<file path="config.mk">
export PLATFORM = sky130hd
export DESIGN_NAME = core_checker_top
export DESIGN_NICKNAME = d
export VERILOG_FILES = /design/src/common/core_check_pkg.sv /design/src/logic/core_checker_top.sv /design/src/logic/memattr_monitor.sv /design/src/logic/step_monitor.sv /design/src/mepc_check/mepc_tracker.sv /design/src/mepc_check/wb_exc_classifier.sv
export SDC_FILE = /design/constraint.sdc
export NUM_CORES = 1
export LEC_CHECK = 0
export ABC_AREA = 0
export BUFFER_PORTS_ARGS = -buffer_cell sky130_fd_sc_hd__buf_4
export CAP_MARGIN = 10
export CORE_MARGIN = 4
export CORE_UTILIZATION = 40
export CTS_CLUSTER_SIZE = 14
export DETAILED_ROUTE_END_ITERATION = 12
export GPL_TIMING_DRIVEN = 0
export PLACE_DENSITY = 0.7
export SLEW_MARGIN = 20
export SYNTH_ARGS = -nofsm -noshare
export SYNTH_HDL_FRONTEND = slang
export SYNTH_HIERARCHICAL = 1
export SYNTH_SLANG_ARGS = --single-unit
</file>
<file path="constraint.sdc">
create_clock -name clk -period 6.1 [get_ports clk]
set_clock_uncertainty 0.1 [all_clocks]
set_input_delay 0 -clock clk [delete_from_list [all_inputs] [get_ports clk]]
set_output_delay 0 -clock clk [all_outputs]
set_load 0.05 [all_outputs]
</file>
<file path="src/common/core_check_pkg.sv">
// Shared types and constants for the core runtime checker
// Exception classes cover only bus fault, illegal, ECALL and EBREAK traps
`default_nettype none

package core_check_pkg;

  ////////////////////////////////////////////////////////////
  // Widths that carry a meaning
  ////////////////////////////////////////////////////////////

  // Program counter and mepc values
  typedef logic [31:0] pc_t;

  // Exception code field of mcause
  typedef logic [4:0] exc_code_t;

  // Bus memory type where bit 0 marks a bufferable access
  typedef logic [1:0] memtype_t;

  // Atomic operation code of the data bus, zero for plain accesses
  typedef logic [5:0] atop_t;

  ////////////////////////////////////////////////////////////
  // Exception classes
  ////////////////////////////////////////////////////////////

  // Each class owns one bit of the per-class flag vectors
  typedef enum logic [1:0] {
    EXC_INSTR_ERR = 2'd0,
    EXC_ILLEGAL   = 2'd1,
    EXC_ECALL     = 2'd2,
    EXC_EBREAK    = 2'd3
  } exc_class_e;

  localparam int NUM_EXC_CLASSES = 4;

  // The mcause codes that map onto the classes above
  localparam exc_code_t CAUSE_INSTR_BUS_FAULT = 5'd1;
  localparam exc_code_t CAUSE_ILLEGAL_INSN    = 5'd2;
  localparam exc_code_t CAUSE_BREAKPOINT      = 5'd3;
  localparam exc_code_t CAUSE_ECALL_MMODE     = 5'd11;

  // Single-step watcher states
  typedef enum logic [1:0] {
    STEP_IDLE  = 2'd0,
    STEP_ARMED = 2'd1,
    STEP_IRQ   = 2'd2
  } step_state_e;

endpackage

`default_nettype wire

</file>
<file path="src/logic/core_checker_top.sv">
// Runtime checker for the trap and debug behaviour of the core
// All inputs are sampled every cycle and all outputs stay set until reset
`default_nettype none

module core_checker_top
  import core_check_pkg::*;
#(
  parameter bit A_EXT = 1'b0
) (
  input  logic                       clk,
  input  logic                       rst_ni,
  // Writeback stage
  input  logic                       wb_instr_valid_i,
  input  logic                       wb_bus_err_i,
  input  logic                       wb_illegal_i,
  input  logic                       wb_sys_en_i,
  input  logic                       wb_ecall_i,
  input  logic                       wb_ebrk_i,
  input  pc_t                        wb_pc_i,
  input  logic                       wb_valid_i,
  // Controller
  input  logic                       irq_ack_i,
  input  logic                       debug_pending_i,
  input  logic                       debug_allowed_i,
  input  logic                       nmi_trap_i,
  input  logic                       debug_mode_next_i,
  input  logic                       debug_mode_i,
  input  logic                       step_i,
  // CSR unit
  input  logic                       csr_save_cause_i,
  input  logic                       cause_irq_i,
  input  exc_code_t                  cause_code_i,
  input  pc_t                        mepc_next_i,
  // Instruction and data bus
  input  memtype_t                   instr_memtype_i,
  input  logic                       data_req_i,
  input  logic                       data_we_i,
  input  memtype_t                   data_memtype_i,
  input  atop_t                      data_atop_i,
  output logic [NUM_EXC_CLASSES-1:0] mepc_checked_o,
  output logic [NUM_EXC_CLASSES-1:0] mepc_mismatch_o,
  output logic                       step_error_o,
  output logic [2:0]                 mem_error_o
);

  logic       exc_valid;
  exc_class_e exc_class;
  pc_t        exc_pc;

  wb_exc_classifier u_classifier (
    .clk, .rst_ni, .wb_instr_valid_i, .wb_bus_err_i, .wb_illegal_i,
    .wb_sys_en_i, .wb_ecall_i, .wb_ebrk_i, .wb_pc_i, .irq_ack_i,
    .debug_pending_i, .debug_allowed_i, .nmi_trap_i, .debug_mode_next_i,
    .exc_valid_o (exc_valid),
    .exc_class_o (exc_class),
    .exc_pc_o    (exc_pc)
  );

  mepc_tracker u_tracker (
    .clk, .rst_ni,
    .exc_valid_i (exc_valid),
    .exc_class_i (exc_class),
    .exc_pc_i    (exc_pc),
    .csr_save_cause_i, .cause_irq_i, .cause_code_i, .mepc_next_i,
    .checked_o   (mepc_checked_o),
    .mismatch_o  (mepc_mismatch_o)
  );

  step_monitor u_step (
    .clk, .rst_ni, .wb_valid_i, .step_i, .debug_mode_i, .irq_ack_i, .step_error_o
  );

  memattr_monitor #(.A_EXT(A_EXT)) u_memattr (
    .clk, .rst_ni, .instr_memtype_i, .data_req_i, .data_we_i,
    .data_memtype_i, .data_atop_i, .mem_error_o
  );

endmodule

`default_nettype wire

</file>
<file path="src/logic/memattr_monitor.sv">
// Sticky checks on the bufferable bit of fetch, load and atomic accesses
// Stores are free to be bufferable and are never flagged
`default_nettype none

module memattr_monitor
  import core_check_pkg::*;
#(
  parameter bit A_EXT = 1'b0
) (
  input  logic       clk,
  input  logic       rst_ni,
  input  memtype_t   instr_memtype_i,
  input  logic       data_req_i,
  input  logic       data_we_i,
  input  memtype_t   data_memtype_i,
  input  atop_t      data_atop_i,
  output logic [2:0] mem_error_o
);

  localparam int ERR_FETCH  = 0;
  localparam int ERR_LOAD   = 1;
  localparam int ERR_ATOMIC = 2;

  logic [2:0] err_d;
  logic [2:0] mem_error_q;

  // The fetch memory type is checked every cycle, whatever the request state
  assign err_d[ERR_FETCH] = instr_memtype_i[0];
  assign err_d[ERR_LOAD]  = data_req_i && !data_we_i && data_memtype_i[0];

  // Without atomics any nonzero code is illegal
  if (!A_EXT) begin : g_no_atomics
    assign err_d[ERR_ATOMIC] = |data_atop_i;
  end else begin : g_atomics
    assign err_d[ERR_ATOMIC] = data_req_i && (|data_atop_i) && data_memtype_i[0];
  end

  always_ff @(posedge clk, negedge rst_ni) begin
    if (!rst_ni) begin
      mem_error_q <= '0;
    end else begin
      mem_error_q <= mem_error_q | err_d;
    end
  end

  assign mem_error_o = mem_error_q;

endmodule

`default_nettype wire

</file>
<file path="src/logic/step_monitor.sv">
// Flags extra retirements while single stepping outside debug mode
// The core is expected to enter debug mode after the single stepped instruction
`default_nettype none

module step_monitor
  import core_check_pkg::*;
(
  input  logic clk,
  input  logic rst_ni,
  input  logic wb_valid_i,
  input  logic step_i,
  input  logic debug_mode_i,
  input  logic irq_ack_i,
  output logic step_error_o
);

  step_state_e state_q;
  step_state_e state_d;
  logic        stepping;
  logic        err_d;
  logic        step_error_q;

  // Stepping only counts while the core runs outside debug mode
  assign stepping = step_i && !debug_mode_i;

  always_comb begin
    state_d = state_q;
    err_d   = 1'b0;
    case (state_q)
      STEP_IDLE: begin
        if (stepping && irq_ack_i) begin
          // Nothing may retire alongside the interrupt acknowledge
          err_d   = wb_valid_i;
          state_d = STEP_IRQ;
        end else if (stepping && wb_valid_i) begin
          state_d = STEP_ARMED;
        end
      end
      STEP_ARMED: begin
        if (debug_mode_i) begin
          state_d = STEP_IDLE;
        end else if (step_i && irq_ack_i) begin
          err_d   = wb_valid_i;
          state_d = STEP_IRQ;
        end else begin
          // The stepped instruction already retired
          err_d = wb_valid_i;
        end
      end
      STEP_IRQ: begin
        // The cycle after the acknowledge must stay quiet as well
        err_d   = wb_valid_i;
        state_d = STEP_IDLE;
      end
      default: state_d = STEP_IDLE;
    endcase
  end

  always_ff @(posedge clk, negedge rst_ni) begin
    if (!rst_ni) begin
      state_q      <= STEP_IDLE;
      step_error_q <= 1'b0;
    end else begin
      state_q      <= state_d;
      step_error_q <= step_error_q | err_d;
    end
  end

  assign step_error_o = step_error_q;

  a_state_legal : assert property (@(posedge clk) disable iff (!rst_ni)
    state_q inside {STEP_IDLE, STEP_ARMED, STEP_IRQ});

endmodule

`default_nettype wire

</file>
<file path="src/mepc_check/mepc_tracker.sv">
// Compares the first expected and the first saved mepc of each exception class
// Interrupt causes and unknown exception codes are ignored on the CSR side
`default_nettype none

module mepc_tracker
  import core_check_pkg::*;
(
  input  logic                       clk,
  input  logic                       rst_ni,
  input  logic                       exc_valid_i,
  input  exc_class_e                 exc_class_i,
  input  pc_t                        exc_pc_i,
  input  logic                       csr_save_cause_i,
  input  logic                       cause_irq_i,
  input  exc_code_t                  cause_code_i,
  input  pc_t                        mepc_next_i,
  output logic [NUM_EXC_CLASSES-1:0] checked_o,
  output logic [NUM_EXC_CLASSES-1:0] mismatch_o
);

  logic [NUM_EXC_CLASSES-1:0] exp_found_q;
  logic [NUM_EXC_CLASSES-1:0] act_found_q;
  logic [NUM_EXC_CLASSES-1:0] checked_q;
  logic [NUM_EXC_CLASSES-1:0] mismatch_q;
  pc_t                        exp_pc_q [NUM_EXC_CLASSES];
  pc_t                        act_pc_q [NUM_EXC_CLASSES];
  logic                       cause_hit;
  exc_class_e                 cause_class;
  logic                       exp_capture;
  logic                       act_capture;

  ////////////////////////////////////////////////////////////
  // Capture of the first value on each side
  ////////////////////////////////////////////////////////////

  // Map the saved exception code back onto a class
  always_comb begin
    cause_hit   = 1'b1;
    cause_class = EXC_INSTR_ERR;
    case (cause_code_i)
      CAUSE_INSTR_BUS_FAULT: cause_class = EXC_INSTR_ERR;
      CAUSE_ILLEGAL_INSN:    cause_class = EXC_ILLEGAL;
      CAUSE_ECALL_MMODE:     cause_class = EXC_ECALL;
      CAUSE_BREAKPOINT:      cause_class = EXC_EBREAK;
      default:               cause_hit   = 1'b0;
    endcase
  end

  assign exp_capture = exc_valid_i && !exp_found_q[exc_class_i];
  assign act_capture = csr_save_cause_i && !cause_irq_i && cause_hit &&
                       !act_found_q[cause_class];

  always_ff @(posedge clk, negedge rst_ni) begin
    if (!rst_ni) begin
      exp_found_q <= '0;
      act_found_q <= '0;
    end else begin
      if (exp_capture) exp_found_q[exc_class_i] <= 1'b1;
      if (act_capture) act_found_q[cause_class] <= 1'b1;
    end
  end

  always_ff @(posedge clk) begin
    if (exp_capture) exp_pc_q[exc_class_i] <= exc_pc_i;
    if (act_capture) act_pc_q[cause_class] <= mepc_next_i;
  end

  ////////////////////////////////////////////////////////////
  // Compare and sticky flags
  ////////////////////////////////////////////////////////////

  // Checked rises once both captures exist and the compare follows a cycle later
  always_ff @(posedge clk, negedge rst_ni) begin
    if (!rst_ni) begin
      checked_q  <= '0;
      mismatch_q <= '0;
    end else begin
      for (int i = 0; i < NUM_EXC_CLASSES; i++) begin
        checked_q[i]  <= checked_q[i] | (exp_found_q[i] & act_found_q[i]);
        mismatch_q[i] <= mismatch_q[i] | (checked_q[i] & (exp_pc_q[i] != act_pc_q[i]));
      end
    end
  end

  assign checked_o  = checked_q;
  assign mismatch_o = mismatch_q;

  // Only the first occurrence counts, so a captured value is frozen until reset
  for (genvar g = 0; g < NUM_EXC_CLASSES; g++) begin : g_frozen
    a_exp_frozen : assert property (@(posedge clk) disable iff (!rst_ni)
      exp_found_q[g] |=> $stable(exp_pc_q[g]));
    a_act_frozen : assert property (@(posedge clk) disable iff (!rst_ni)
      act_found_q[g] |=> $stable(act_pc_q[g]));
  end

endmodule

`default_nettype wire

</file>
<file path="src/mepc_check/wb_exc_classifier.sv">
// Emits one registered strobe per qualifying trapping instruction in writeback
// Only one class is reported per instruction, picked by trap priority
`default_nettype none

module wb_exc_classifier
  import core_check_pkg::*;
(
  input  logic       clk,
  input  logic       rst_ni,
  input  logic       wb_instr_valid_i,
  input  logic       wb_bus_err_i,
  input  logic       wb_illegal_i,
  input  logic       wb_sys_en_i,
  input  logic       wb_ecall_i,
  input  logic       wb_ebrk_i,
  input  pc_t        wb_pc_i,
  input  logic       irq_ack_i,
  input  logic       debug_pending_i,
  input  logic       debug_allowed_i,
  input  logic       nmi_trap_i,
  input  logic       debug_mode_next_i,
  output logic       exc_valid_o,
  output exc_class_e exc_class_o,
  output pc_t        exc_pc_o
);

  logic       qualified;
  logic       exc_hit;
  exc_class_e exc_class_d;
  logic       exc_valid_q;
  exc_class_e exc_class_q;
  pc_t        exc_pc_q;

  // An interrupt, a debug entry or an NMI takes the trap instead of the instruction
  assign qualified = wb_instr_valid_i && !irq_ack_i &&
                     !(debug_pending_i && debug_allowed_i) &&
                     !nmi_trap_i && !debug_mode_next_i;

  // Bus error wins over illegal, illegal over ECALL, ECALL over EBREAK
  always_comb begin
    exc_hit     = qualified;
    exc_class_d = EXC_INSTR_ERR;
    if (wb_bus_err_i) begin
      exc_class_d = EXC_INSTR_ERR;
    end else if (wb_illegal_i) begin
      exc_class_d = EXC_ILLEGAL;
    end else if (wb_sys_en_i && wb_ecall_i) begin
      exc_class_d = EXC_ECALL;
    end else if (wb_sys_en_i && wb_ebrk_i) begin
      exc_class_d = EXC_EBREAK;
    end else begin
      exc_hit = 1'b0;
    end
  end

  always_ff @(posedge clk, negedge rst_ni) begin
    if (!rst_ni) begin
      exc_valid_q <= 1'b0;
    end else begin
      exc_valid_q <= exc_hit;
    end
  end

  // Class and PC are only meaningful while the strobe is high
  always_ff @(posedge clk) begin
    if (exc_hit) begin
      exc_class_q <= exc_class_d;
      exc_pc_q    <= wb_pc_i;
    end
  end

  assign exc_valid_o = exc_valid_q;
  assign exc_class_o = exc_class_q;
  assign exc_pc_o    = exc_pc_q;

  // A trapping instruction leaves writeback once, so its PC is never reported twice
  a_no_double_report : assert property (@(posedge clk) disable iff (!rst_ni)
    exc_valid_o |=> !(exc_valid_o && (exc_pc_o == $past(exc_pc_o))));

endmodule

`default_nettype wire

</file>
==> run summary, run 1 <==
The run finished with clean final reports. The I/O pin total is 111. The average cell area after synthesis is 20.4 um2.

The height of the chip is 174 um. The Yosys warning count came out at 6. The total wirelength of the detailed-routed design came out at 23.4 mm. The number of maximum-capacitance violations came out at 0.

The number of antenna violations at the first check in global routing was 1. The switching power came out at 898 uW. The final max-slew violation count came to 0. The number of vias after detailed routing is 5,590. The number of global-route vias before repair is 6,081.

The number of instances in the synthesized netlist is 543. The capturing point of the worst reg2reg path is u_tracker/act_pc_q[1][27]$_DFFE_PP_. The slowest stage of the critical path belongs to the cell sky130_fd_sc_hd__dlygate4sd3_1. The worst-case IR drop observed on VDD is 0.000222 V. The sequential power share came out at 0.555. The area added between synthesis and finish is 31.6%. The logic gate share of total power came out at 0.055. The core outline area came out at 0.0271 mm2. The count of input and output buffers came out at 108. The sum of overflow across all layers after global routing is 0. Of the cells placed in the final design, the portion with a size suffix greater than 1 is 0.236. The biggest area contributor in the post-synthesis netlist is sky130_fd_sc_hd__edfxtp_1. The number of sinks on the clock net is 313. The later-pin clock latency in the skew report came out at 0.54 ns. The cell at the root of the clock tree is sky130_fd_sc_hd__clkbuf_16.

The first-pass GRT wire length is 35.4 mm. Of the total power, the share spent switching nets is 0.207. Adding up every negative setup slack in the final design gives 0 ns. The area of the die is 0.0304 mm2. The number of nets in the layout came out at 900. The count of standard-cell rows came out at 60. The clock passes through at most 3 buffers. The worst hold path begins at cause_irq_i. The library cell appearing most often on the critical path is sky130_fd_sc_hd__buf_8. The cell area after technology mapping is 0.0111 mm2. The level count of the clock H-tree is 1. The maximum operating frequency is 333 MHz. The proportion of synthesized chip area in sequential cells is 0.840. After synthesis, the cell types taking the most area are sky130_fd_sc_hd__edfxtp_1, sky130_fd_sc_hd__xor2_1, sky130_fd_sc_hd__dfrtp_1, sky130_fd_sc_hd__nor4_1, sky130_fd_sc_hd__nand4_1. The worst setup path is captured at a flip-flop. The HPWL after detailed placement is 16.1 mm. The number of nets with antenna violations after detailed routing came out at 0.

Measured against its own limit, the worst slew margin works out to 0.473. The actual slew at the worst max-slew pin came out at 0.789 ns. The utilization of the core after routing came out at 0.537.

In the global route stage, overall resource usage came out at 0.152. The startpoint kind of the worst setup timing path is a flip-flop. The die span in x came out at 174 um. Entering global routing, the biggest net connects 24 pins. In the synthesized netlist the async set-or-reset flop fraction comes to 0.0735. The setup path with the least slack is of type reg2reg. The final weighted congestion of routability-driven global placement is 0.754. The total power after layout came out at 4340 uW.

The most used flip-flop cell after synthesis is sky130_fd_sc_hd__edfxtp_1. In this run the power density over the cells is 298 mW/mm2. The count of cells along the worst hold path came out at 5.

The number of buffers created by CTS is 30. TritonCTS built the clock tree. The clock-pin transition on the worst setup and hold timing paths came out at 0.07 ns. The placed cell count is 1,052. The arrival time reported for the critical path endpoint came out at 3.15 ns.

The net count after synthesis is 642. The worst stage delay on the critical path came out at 0.77 ns. The leakage component of the power is 0.00512 uW. Traced cell by cell, the critical path runs through nand3b_1 > a221oi_2 > o2111ai_1 > nor3_4 > dlygate4sd3_1 > buf_8 > buf_8. Once placement finished, the instance area stood at 0.0128 mm2.

The number of buffers inserted to repair setup after CTS came out at 0. The finished cells cover 0.0146 mm2. The required time reported for the critical path endpoint is 6.25 ns.

For the finished layout, the period the worst path requires is 3.01 ns. In the final routed layout, each cell accounts on average for 19.6 um. The number of failing setup endpoints in the final timing report came out at 0. In this run, synthesis inferred 290 flip-flops with an integrated enable. The count of distinct cell types in the synthesized netlist is 30. The average vias per placed instance is 4.68. Cell internal power was estimated by the tool at 3440 uW. For this run, the detailed router's first-pass iteration total came to 4. The number of antenna cells inserted is 0.

For hold timing, the worst endpoint is u_tracker/act_pc_q[0][16]$_DFFE_PP_. Setup repair after global routing left no endpoint under its margin. The path class of the tightest hold or removal check is in2reg.

The share of the synthesized area in the top cell type came out at 0.788. Of the total power, the clock network draws 0.390. The final hold violation count came out at 0.

In this run, synthesis produced a sequential element count of 313. Of the available clock period, the critical path in the final layout requires 0.493. In this run the critical register-to-register path is launched from u_tracker/act_found_q[2]$_DFFE_PN0P_.

The initial DRC count came out at 413. The reg2reg setup slack is 3.09 ns. The worst reg2reg path depth is 7. For this run, design rule violations remaining after detail routing come to 0.

The maximum net fanout on the critical path is 10. The number of non-filler instances in the completed layout is 1,195. The initial standard-cell utilization of the core is 0.408.
## how the worst max path moves through the flow
stage	start	cells after the start	slack [ns]	end
3_5_place_dp	cause_code_i[4]	6	3.47	u_tracker/act_pc_q[3][1]$_DFFE_PP_
2_1_floorplan	u_classifier/exc_class_o[1]$_SDFFCE_PP0P_	1	1.61	u_tracker/exp_pc_q[0][0]$_DFFE_PP_
3_3_place_gp	u_classifier/exc_class_o[1]$_SDFFCE_PP0P_	2	-1.82	u_tracker/exp_found_q[0]$_DFFE_PN0P_
6_report	u_tracker/act_found_q[2]$_DFFE_PN0P_	7	3.09	u_tracker/act_pc_q[1][27]$_DFFE_PP_
4_1_cts	u_tracker/act_found_q[2]$_DFFE_PN0P_	7	3.10	u_tracker/act_pc_q[1][23]$_DFFE_PP_
5_1_grt	u_tracker/act_found_q[2]$_DFFE_PN0P_	7	2.96	u_tracker/act_pc_q[1][23]$_DFFE_PP_
## power groups by stage
stage,logic (uW),clock network (uW),registers (uW)
after floorplan,34.1,0,2490
after global placement,180,0,2450
after detailed placement,193,0,2450
after CTS,239,1730,2410
after global routing,254,1820,2410
final,238,1690,2410
## kinds of logic after synthesis
kind of cell	share of synthesized area
muxes	0.000905
xor gates and xnor gates	0.101
AOI/OAI and AO/OA	0.0139
buffers and inverters	0.000679
DFF	0.840
and+or+nand+nor	0.0435
## stage by stage
stage	setup WS (ns)	hold slack, ns
final	3.09	0.0641
after global routing	2.96	0.0592
after CTS	3.10	0.0314
after detailed placement	3.47	-0.178
after global placement	-1.82	-0.180
after floorplan	1.61	-0.396
## Yosys cell counts (all sizes together), types with 2 or more instances
master,number
or4b,2
or2,9
nor3,5
a21oi,2
a221oi,2
dfrtp,23
xor2,128
o21ai,5
nand2,7
nand3b,2
inv,2
nand2b,5
a21o,4
edfxtp,290
nor2,5
nor4,33
nand4,8
## sequential cells by signal, summed over array words and instances (netlist names)
register,count
u_tracker/act_pc_q,128
u_tracker/exp_pc_q,128
u_classifier/exc_pc_o,32
u_tracker/act_found_q,4
u_tracker/checked_o,4
u_tracker/exp_found_q,4
u_tracker/mismatch_o,4
u_memattr/mem_error_o,3
u_classifier/exc_class_o,2
u_step/state_q,2
u_classifier/exc_valid_o,1
u_step/step_error_o,1
## placed cells by master, fill, tap and decap left out, drive strengths merged, types with 4 or more instances in the layout
cell | netlist | layout
nand2b | 5 | 5
nor3 | 5 | 5
buf | 0 | 138
xor2 | 128 | 128
o21ai | 5 | 5
dlygate4sd3 | 0 | 88
clkbuf | 0 | 39
or2 | 9 | 9
edfxtp | 290 | 290
nor2 | 5 | 5
dfrtp | 23 | 23
a21o | 4 | 4
nor4 | 33 | 33
nand2 | 7 | 7
nand4 | 8 | 8
clkinv | 0 | 13
## worst max-delay path, delay by kind of cell, from the launching register on
family,cells,cell delay (ns)
AO/OA/AOI/OAI,2,0.66
buffers and inverters,3,1.14
flip-flops,1,0.38
AND/OR/NAND/NOR,2,0.41
## metal layers
layer,wire [um],global-route usage
met1,9570,0.199
met2,12200,0.269
met3,1280,0.0252
met4,354,0.0287
met5,13,0
## what timing repair did
| action | in CTS | in global routing |
|---|---|---|
| endpoints found under the hold margin | 272 | 0 |
| gates resized for setup | 0 | 0 |
| hold buffers | 89 | 0 |
## final cells by class
cell class,instances,area (um2)
Inverter,2,7.51
Multi-Input combinational cell,228,1840
Clock inverter,15,113
Tap cell,372,465
Clock buffer,39,785
Sequential cell,313,9280
Fill cell,2071,12500
Timing Repair Buffer,226,2060
Power figures use the tool's default switching activity.
==> run 2, diff against run 1 <==
PLACE_DENSITY = 0.72   (was 0.7)
clock period = 2.6 ns   (was 6.1 ns; I/O delays follow)
==> run 2 against run 1 <==
Net effect: design area up 0.60%; critical path type unchanged; largest cell class unchanged; sequential share of layout area down 0.38 points; worst setup slack worse by 2.9 ns.
==> run summary, run 2 (synthesized netlist as in run 1, its figures left out) <==
Result of the run: complete, no violations (unchanged). The final weighted congestion of routability-driven global placement is 0.758 (was 0.754). The startpoint kind of the worst setup timing path is a flip-flop (unchanged). The number of nets in the layout was 900 (unchanged).

The kind of end point of the critical path is a flip-flop (unchanged). The actual slew at the worst max-slew pin came to 0.805 ns (was 0.789 ns). The internal power is 8310 uW (was 3440 uW).

The maximum ir drop on the vdd rail was 0.000523 V (was 0.000222 V). The leakage component of the power is 0.00516 uW (was 0.00512 uW). The number of buffers created by CTS came out at 30 (unchanged). The per-cell routed wire length came out at 19.7 um (was 19.6 um). The height of the chip is 174 um (unchanged). The total wirelength of the detailed-routed design is 23.6 mm (was 23.4 mm). The required time reported for the critical path endpoint was 2.74 ns (was 6.25 ns).

The number of nets with antenna violations after detailed routing was 0 (unchanged). The most common cell after layout, fill and taps aside is sky130_fd_sc_hd__edfxtp_1 (unchanged). The logic gate share of total power is 0.056 (was 0.055). The quantity of gates resized following cts came to 0 (unchanged). The clock period minus final worst setup slack is 2.39 ns (was 3.01 ns).

The number of sinks on the clock net came out at 313 (unchanged). The arrival time reported for the critical path endpoint is 2.53 ns (was 3.15 ns). The HPWL after detailed placement is 15.9 mm (was 16.1 mm). Cells along the critical path: nand3b_1 > a221oi_2 > o2111ai_1 > nor3_4 > buf_4 > buf_8 (was nand3b_1 > a221oi_2 > o2111ai_1 > nor3_4 > dlygate4sd3_1 > buf_8 > buf_8). The worst stage delay on the critical path came out at 0.41 ns (was 0.77 ns). The buffer levels on the longest clock path came to 3 (unchanged). The area added between synthesis and finish is 32.4% (was 31.6%). The combined global-route utilization of all metal layers is 0.157 (was 0.152).

The number of iterations in the first detailed-routing pass is 4 (unchanged). The number of antenna cells inserted came out at 0 (unchanged). The I/O pin total came out at 111 (unchanged). The number of global-route vias before repair came out at 6,211 (was 6,081). RSZ-0062 raised after global routing: no (unchanged). The number of maximum-capacitance violations is 0 (unchanged). The number of antenna violations at the first check in global routing was 0 (was 1). The count of standard-cell rows came out at 60 (unchanged). The initial DRC count came to 394 (was 413). The total power per unit cell area is 711 mW/mm2 (was 298 mW/mm2). The number of vias after detailed routing is 5,592 (was 5,590). The placed cell count was 1,044 (was 1,052). The class of the most critical hold timing path is in2reg (unchanged). The library cell contributing the largest single delay on the critical path is sky130_fd_sc_hd__dfrtp_1 (was sky130_fd_sc_hd__dlygate4sd3_1). Commonest cells after routing, fill and taps aside: sky130_fd_sc_hd__edfxtp_1, sky130_fd_sc_hd__xor2_1, sky130_fd_sc_hd__buf_4 (unchanged). The count of input and output buffers is 108 (unchanged). The number of non-filler instances in the completed layout is 1,194 (was 1,195). The sum of overflow across all layers after global routing is 0 (unchanged). The switching power came out at 2110 uW (was 898 uW).

The share of final-layout standard cells stronger than drive strength 1 was 0.237 (was 0.236). The largest net degree at the start of global routing is 24 (unchanged). The total power after layout was 10,400 uW (was 4340 uW). The die span in x is 174 um (unchanged).

The part of the power in the clock network was 0.402 (was 0.390). The later-pin clock latency in the skew report is 0.55 ns (was 0.54 ns). The footprint of the multi-input gates came out at 0.00187 mm2 (was 0.00184 mm2).

The footprint of the flip-flops and latches came out at 0.00928 mm2 (unchanged). The remaining routing DRC violations came out at 0 (unchanged). The proportion of total power due to net switching came out at 0.202 (was 0.207). The initial standard-cell utilization of the core came out at 0.408 (unchanged).

The sequential power share came out at 0.543 (was 0.555). The maximum operating frequency is 419 MHz (was 333 MHz). The clock-pin transition on the worst setup and hold timing paths is 0.06 ns (was 0.07 ns).

The share of the clock period used by the worst path is 0.918 (was 0.493). The number of failing setup endpoints in the final timing report is 0 (unchanged). The final max-slew violation count is 0 (unchanged).

The critical path class is reg2reg (unchanged). The final hold violation count is 0 (unchanged). The area of the die is 0.0304 mm2 (unchanged).

The core outline area came to 0.0271 mm2 (unchanged). The number of fillers in the final layout came out at 2,046 (was 2,071). The cell at the root of the clock tree is sky130_fd_sc_hd__clkbuf_16 (unchanged).

The first-pass GRT wire length is 36.3 mm (was 35.4 mm). The average vias per placed instance was 4.68 (about the same). The worst-case headroom to the max-slew limit came out at 0.463 (was 0.473). The maximum net fanout on the critical path came out at 14 (was 10).

The clock tree from TritonCTS was done (unchanged). The level count of the clock H-tree was 1 (unchanged).
-- run 2: layer usage --
layer / routed length [um] / global-route usage / vias to the layer above / part of all wire
met3: 1060 / 0.0254 / 69 / 0.045
li1: - / - / 2612 / -
met1: 9280 / 0.195 / 2757 / 0.39
met5: 0 / 0 / - / 0
met4: 998 / 0.0680 / 0 / 0.042
met2: 12200 / 0.273 / 154 / 0.52
-- run 2: path summary, 6_finish.rpt --
path / from / end / slack (ns) / depth (start not counted)
max: u_tracker/act_found_q[2]$_DFFE_PN0P_ / u_tracker/act_pc_q[1][25]$_DFFE_PP_ / 0.21 / 6
min: cause_code_i[4] / u_tracker/act_pc_q[0][16]$_DFFE_PP_ / 0.03 / 5
max reg2reg: u_tracker/act_found_q[2]$_DFFE_PN0P_ / u_tracker/act_pc_q[1][25]$_DFFE_PP_ / 0.21 / 6
min reg2reg: u_tracker/mismatch_o[3]$_DFF_PN0_ / u_tracker/mismatch_o[3]$_DFF_PN0_ / 0.38 / 1
max in group asynchronous: rst_ni / u_tracker/exp_found_q[3]$_DFFE_PN0P_ / 1.56 / 4
min in group asynchronous: rst_ni / u_memattr/mem_error_o[1]$_DFF_PN0_ / 0.48 / 4
-- run 2: metrics by stage --
stage	hold slack [ns]	util	cell area, um2	setup WS [ns]	TNS [ns]
floorplan	-0.396	-	11100	-0.388	-22.17
global placement	-0.193	0.457	12400	-2.25	-345.76
detailed placement	-0.190	0.470	12700	-0.126	-2.83
CTS	0.00903	0.539	14600	0.116	0
global route	0.0248	0.540	14600	0.139	0
finish	0.0297	0.540	14600	0.214	0
-- run 2: area by class of cell --
| cell class | instances | area share |
|---|---|---|
| tap | 372 | 0.0318 |
| inverter | 2 | 0.000513 |
| sequential | 313 | 0.634 |
| timing repair buffer | 226 | 0.142 |
| clock inverter | 15 | 0.00991 |
| clock buffer | 38 | 0.0548 |
| multi-input combinational | 228 | 0.127 |
-- run 2: worst max-delay path, delay by kind of cell, from the launching register on --
| kind | cells | cell delay (ns) |
|---|---|---|
| DFF | 1 | 0.41 |
| and+or+nand+nor | 2 | 0.51 |
| AOI/OAI and AO/OA | 2 | 0.67 |
| buffers and inverters | 2 | 0.37 |
-- run 2: power by group through the flow --
stage / clock, uW / sequential (uW) / combinational [uW]
4_1_cts: 4270 / 5650 / 573
6_report: 4180 / 5650 / 578
2_1_floorplan: 0 / 5840 / 81.3
5_1_grt: 4480 / 5660 / 614
3_5_place_dp: 0 / 5750 / 468
3_3_place_gp: 0 / 5740 / 446
-- run 2: what timing repair did --
action / 4_1_cts / 5_1_grt
hold endpoints to repair: 275 / 19
hold buffers: 88 / 1
pin swaps: 1 / 2
buffers inserted: 4 / 4
setup endpoints to repair: 19 / 27
==> run 3, diff against run 2 <==
PLACE_DENSITY = 0.7   (was 0.72)
clock period = 2.3 ns   (was 2.6 ns; I/O delays follow)
==> run 3 against run 2 <==
Net effect: via count about the same; die area unchanged; the flow now finishes with violations (negative hold slack); largest power group unchanged; sequential share of layout area decreased by 0.49 points; non-clock buffer count unchanged; worst hold slack got worse by 0.046 ns.
==> run summary, run 3 (synthesized netlist as in run 1, its figures left out) <==
The share of the clock period used by the worst path came out at 0.945 (was 0.918). The number of antenna violations at the first check in global routing was 0 (unchanged). The average vias per placed instance is 4.66 (was 4.68). The sequential power share came to 0.538 (was 0.543).

The total power per unit cell area came out at 806 mW/mm2 (was 711 mW/mm2). The maximum net fanout on the critical path came to 14 (unchanged). The placed cell count came out at 1,046 (was 1,044). The buffer levels on the longest clock path was 3 (unchanged). The actual slew at the worst max-slew pin came out at 0.662 ns (was 0.805 ns). The worst stage delay on the critical path came out at 0.39 ns (was 0.41 ns). The worst slack on hold paths came out at -0.0163 ns (was 0.0297 ns). The number of nets in the layout is 901 (was 900). The most common cell after layout, fill and taps aside is sky130_fd_sc_hd__edfxtp_1 (unchanged). The core outline area came out at 0.0271 mm2 (unchanged).

The final hold violation count was 23 (was 0). Result of the run: complete, but fails checks (was complete, no violations). The height of the chip is 174 um (unchanged). The smallest setup slack after layout is 0.126 ns (was 0.214 ns). The startpoint kind of the worst setup timing path is a flip-flop (unchanged). The clock-pin transition on the worst setup and hold timing paths came out at 0.06 ns (about the same). The count of input and output buffers was 108 (unchanged). The leakage component of the power came out at 0.00521 uW (was 0.00516 uW). The library cell contributing the largest single delay on the critical path is sky130_fd_sc_hd__dfrtp_1 (unchanged). The per-cell routed wire length came out at 18.9 um (was 19.7 um). The cell at the root of the clock tree is sky130_fd_sc_hd__clkbuf_16 (unchanged). The die span in x came out at 174 um (unchanged). The final weighted congestion of routability-driven global placement came out at 0.743 (was 0.758).

The level count of the clock H-tree came to 1 (unchanged). The worst setup slack after placement was -0.382 ns (was -0.126 ns). The required time reported for the critical path endpoint came out at 2.43 ns (was 2.74 ns). The maximum ir drop on the vdd rail is 0.000547 V (was 0.000523 V).

The internal power was 9490 uW (was 8310 uW). The combined global-route utilization of all metal layers was 0.148 (was 0.157). The class of the most critical hold timing path is in2async (was in2reg).

The maximum operating frequency is 460 MHz (was 419 MHz). The total power after layout is 11,900 uW (was 10,400 uW). The logic gate share of total power is 0.052 (was 0.056). The arrival time reported for the critical path endpoint is 2.31 ns (was 2.53 ns). The area of the die came to 0.0304 mm2 (unchanged). The I/O pin total came out at 111 (unchanged). The number of global-route vias before repair is 6,116 (was 6,211).

Commonest cells after routing, fill and taps aside: sky130_fd_sc_hd__edfxtp_1, sky130_fd_sc_hd__xor2_1, sky130_fd_sc_hd__buf_4 (unchanged). The initial standard-cell utilization of the core was 0.408 (unchanged). The initial DRC count came to 347 (was 394). The number of vias after detailed routing came out at 5,587 (was 5,592).

The switching power came out at 2400 uW (was 2110 uW). The later-pin clock latency in the skew report is 0.54 ns (was 0.55 ns). The first-pass GRT wire length is 34.6 mm (was 36.3 mm). The number of non-filler instances in the completed layout came out at 1,198 (was 1,194). The clock period minus final worst setup slack is 2.17 ns (was 2.39 ns). The sum of overflow across all layers after global routing came out at 0 (unchanged). RSZ-0062 raised after global routing: no (unchanged).

The number of maximum-capacitance violations was 0 (unchanged). The count of standard-cell rows came out at 60 (unchanged). The area added between synthesis and finish is 33.5% (was 32.4%). The remaining routing DRC violations came out at 0 (unchanged).

The number of nets with antenna violations after detailed routing came out at 0 (unchanged). The clock tree from TritonCTS is done (unchanged). The worst-case headroom to the max-slew limit is 0.558 (was 0.463). The final reports fail on negative hold slack. The number of failing setup endpoints in the final timing report came out at 0 (unchanged).

The number of sinks on the clock net came out at 313 (unchanged). Cells along the critical path: nand3b_1 > a221oi_2 > o2111ai_2 > nor3_4 > buf_4 > buf_8 (was nand3b_1 > a221oi_2 > o2111ai_1 > nor3_4 > buf_4 > buf_8). The share of final-layout standard cells stronger than drive strength 1 came out at 0.248 (was 0.237). The number of buffers created by CTS was 31 (was 30). The part of the power in the clock network came out at 0.411 (was 0.402). The largest net degree at the start of global routing is 24 (unchanged). The final max-slew violation count came to 0 (unchanged). The proportion of total power due to net switching came out at 0.202 (about the same). The critical path class was reg2reg (unchanged). The number of antenna cells inserted is 0 (unchanged). The kind of end point of the critical path is a flip-flop (unchanged). The total wirelength of the detailed-routed design is 22.6 mm (was 23.6 mm). The number of iterations in the first detailed-routing pass is 4 (unchanged). The reg2reg setup slack is 0.13 ns (was 0.21 ns). The HPWL after detailed placement is 15.4 mm (was 15.9 mm).
## run 3: cell count changes in the layout (fill, tap and decap cells not counted), sizes merged
cell         delta
buf             +2
clkbuf          +5
inv             -1
dlygate4sd3     -2
## run 3: power groups by stage
stage	clock network [uW]	logic (uW)	registers (uW)
global placement	0	477	6520
global route	5240	658	6410
floorplan	0	94.9	6610
CTS	4990	618	6400
detailed placement	0	502	6520
finish	4880	613	6400
## run 3: timing repair
item                                   4_1_cts  5_1_grt
pin swaps                                    4        1
gates resized for setup                      0        1
endpoints found under the hold margin      283        0
hold buffers                                87        0
setup endpoints to repair                   90       54
setup buffers                                6        2
## run 3: path summary, 6_finish.rpt
kind                                                              to                                 start  depth (start not counted)
worst max-delay path              u_tracker/act_pc_q[1][1]$_DFFE_PP_  u_tracker/act_found_q[2]$_DFFE_PN0P_                          6
worst min-delay path              u_memattr/mem_error_o[2]$_DFF_PN0_                                rst_ni                          3
worst max register to register    u_tracker/act_pc_q[1][1]$_DFFE_PP_  u_tracker/act_found_q[2]$_DFFE_PN0P_                          6
worst min register to register  u_tracker/act_found_q[2]$_DFFE_PN0P_  u_tracker/act_found_q[2]$_DFFE_PN0P_                          1
max in group asynchronous          u_tracker/mismatch_o[3]$_DFF_PN0_                                rst_ni                          3
min in group clk                 u_classifier/exc_pc_o[26]$_DFFE_PP_                           wb_pc_i[26]                          2
## run 3: worst max-delay path: cells and delay by family, from the launching register on
family | cells | cell delay [ns]
flip-flops | 1 | 0.39
buffers and inverters | 2 | 0.33
AO/OA/AOI/OAI | 2 | 0.60
AND/OR/NAND/NOR | 2 | 0.43
## run 3: cell type report
| class | count | area, um2 |
|---|---|---|
| multi-input combinational | 228 | 1870 |
| inverter | 2 | 7.51 |
| tap | 372 | 465 |
| clock inverter | 14 | 155 |
| sequential | 313 | 9280 |
| clock buffer | 43 | 841 |
| timing repair buffer | 226 | 2130 |
| fill | 2071 | 12300 |
## run 3: through the flow
step / cell area [um2] / utilization / TNS, ns
floorplan: 11100 / - / -54.57
global placement: 12400 / 0.458 / -301.64
detailed placement: 12800 / 0.473 / -24.03
CTS: 14700 / 0.544 / 0
global route: 14800 / 0.545 / 0
finish: 14800 / 0.545 / 0
## run 3: routing by layer
metal / vias to the layer above / global-route usage / wire length, um
met5: - / 0 / 0
met4: 0 / 0.0379 / 444
met3: 31 / 0.0222 / 734
met2: 125 / 0.263 / 11700
met1: 2819 / 0.191 / 9770
li1: 2612 / - / -
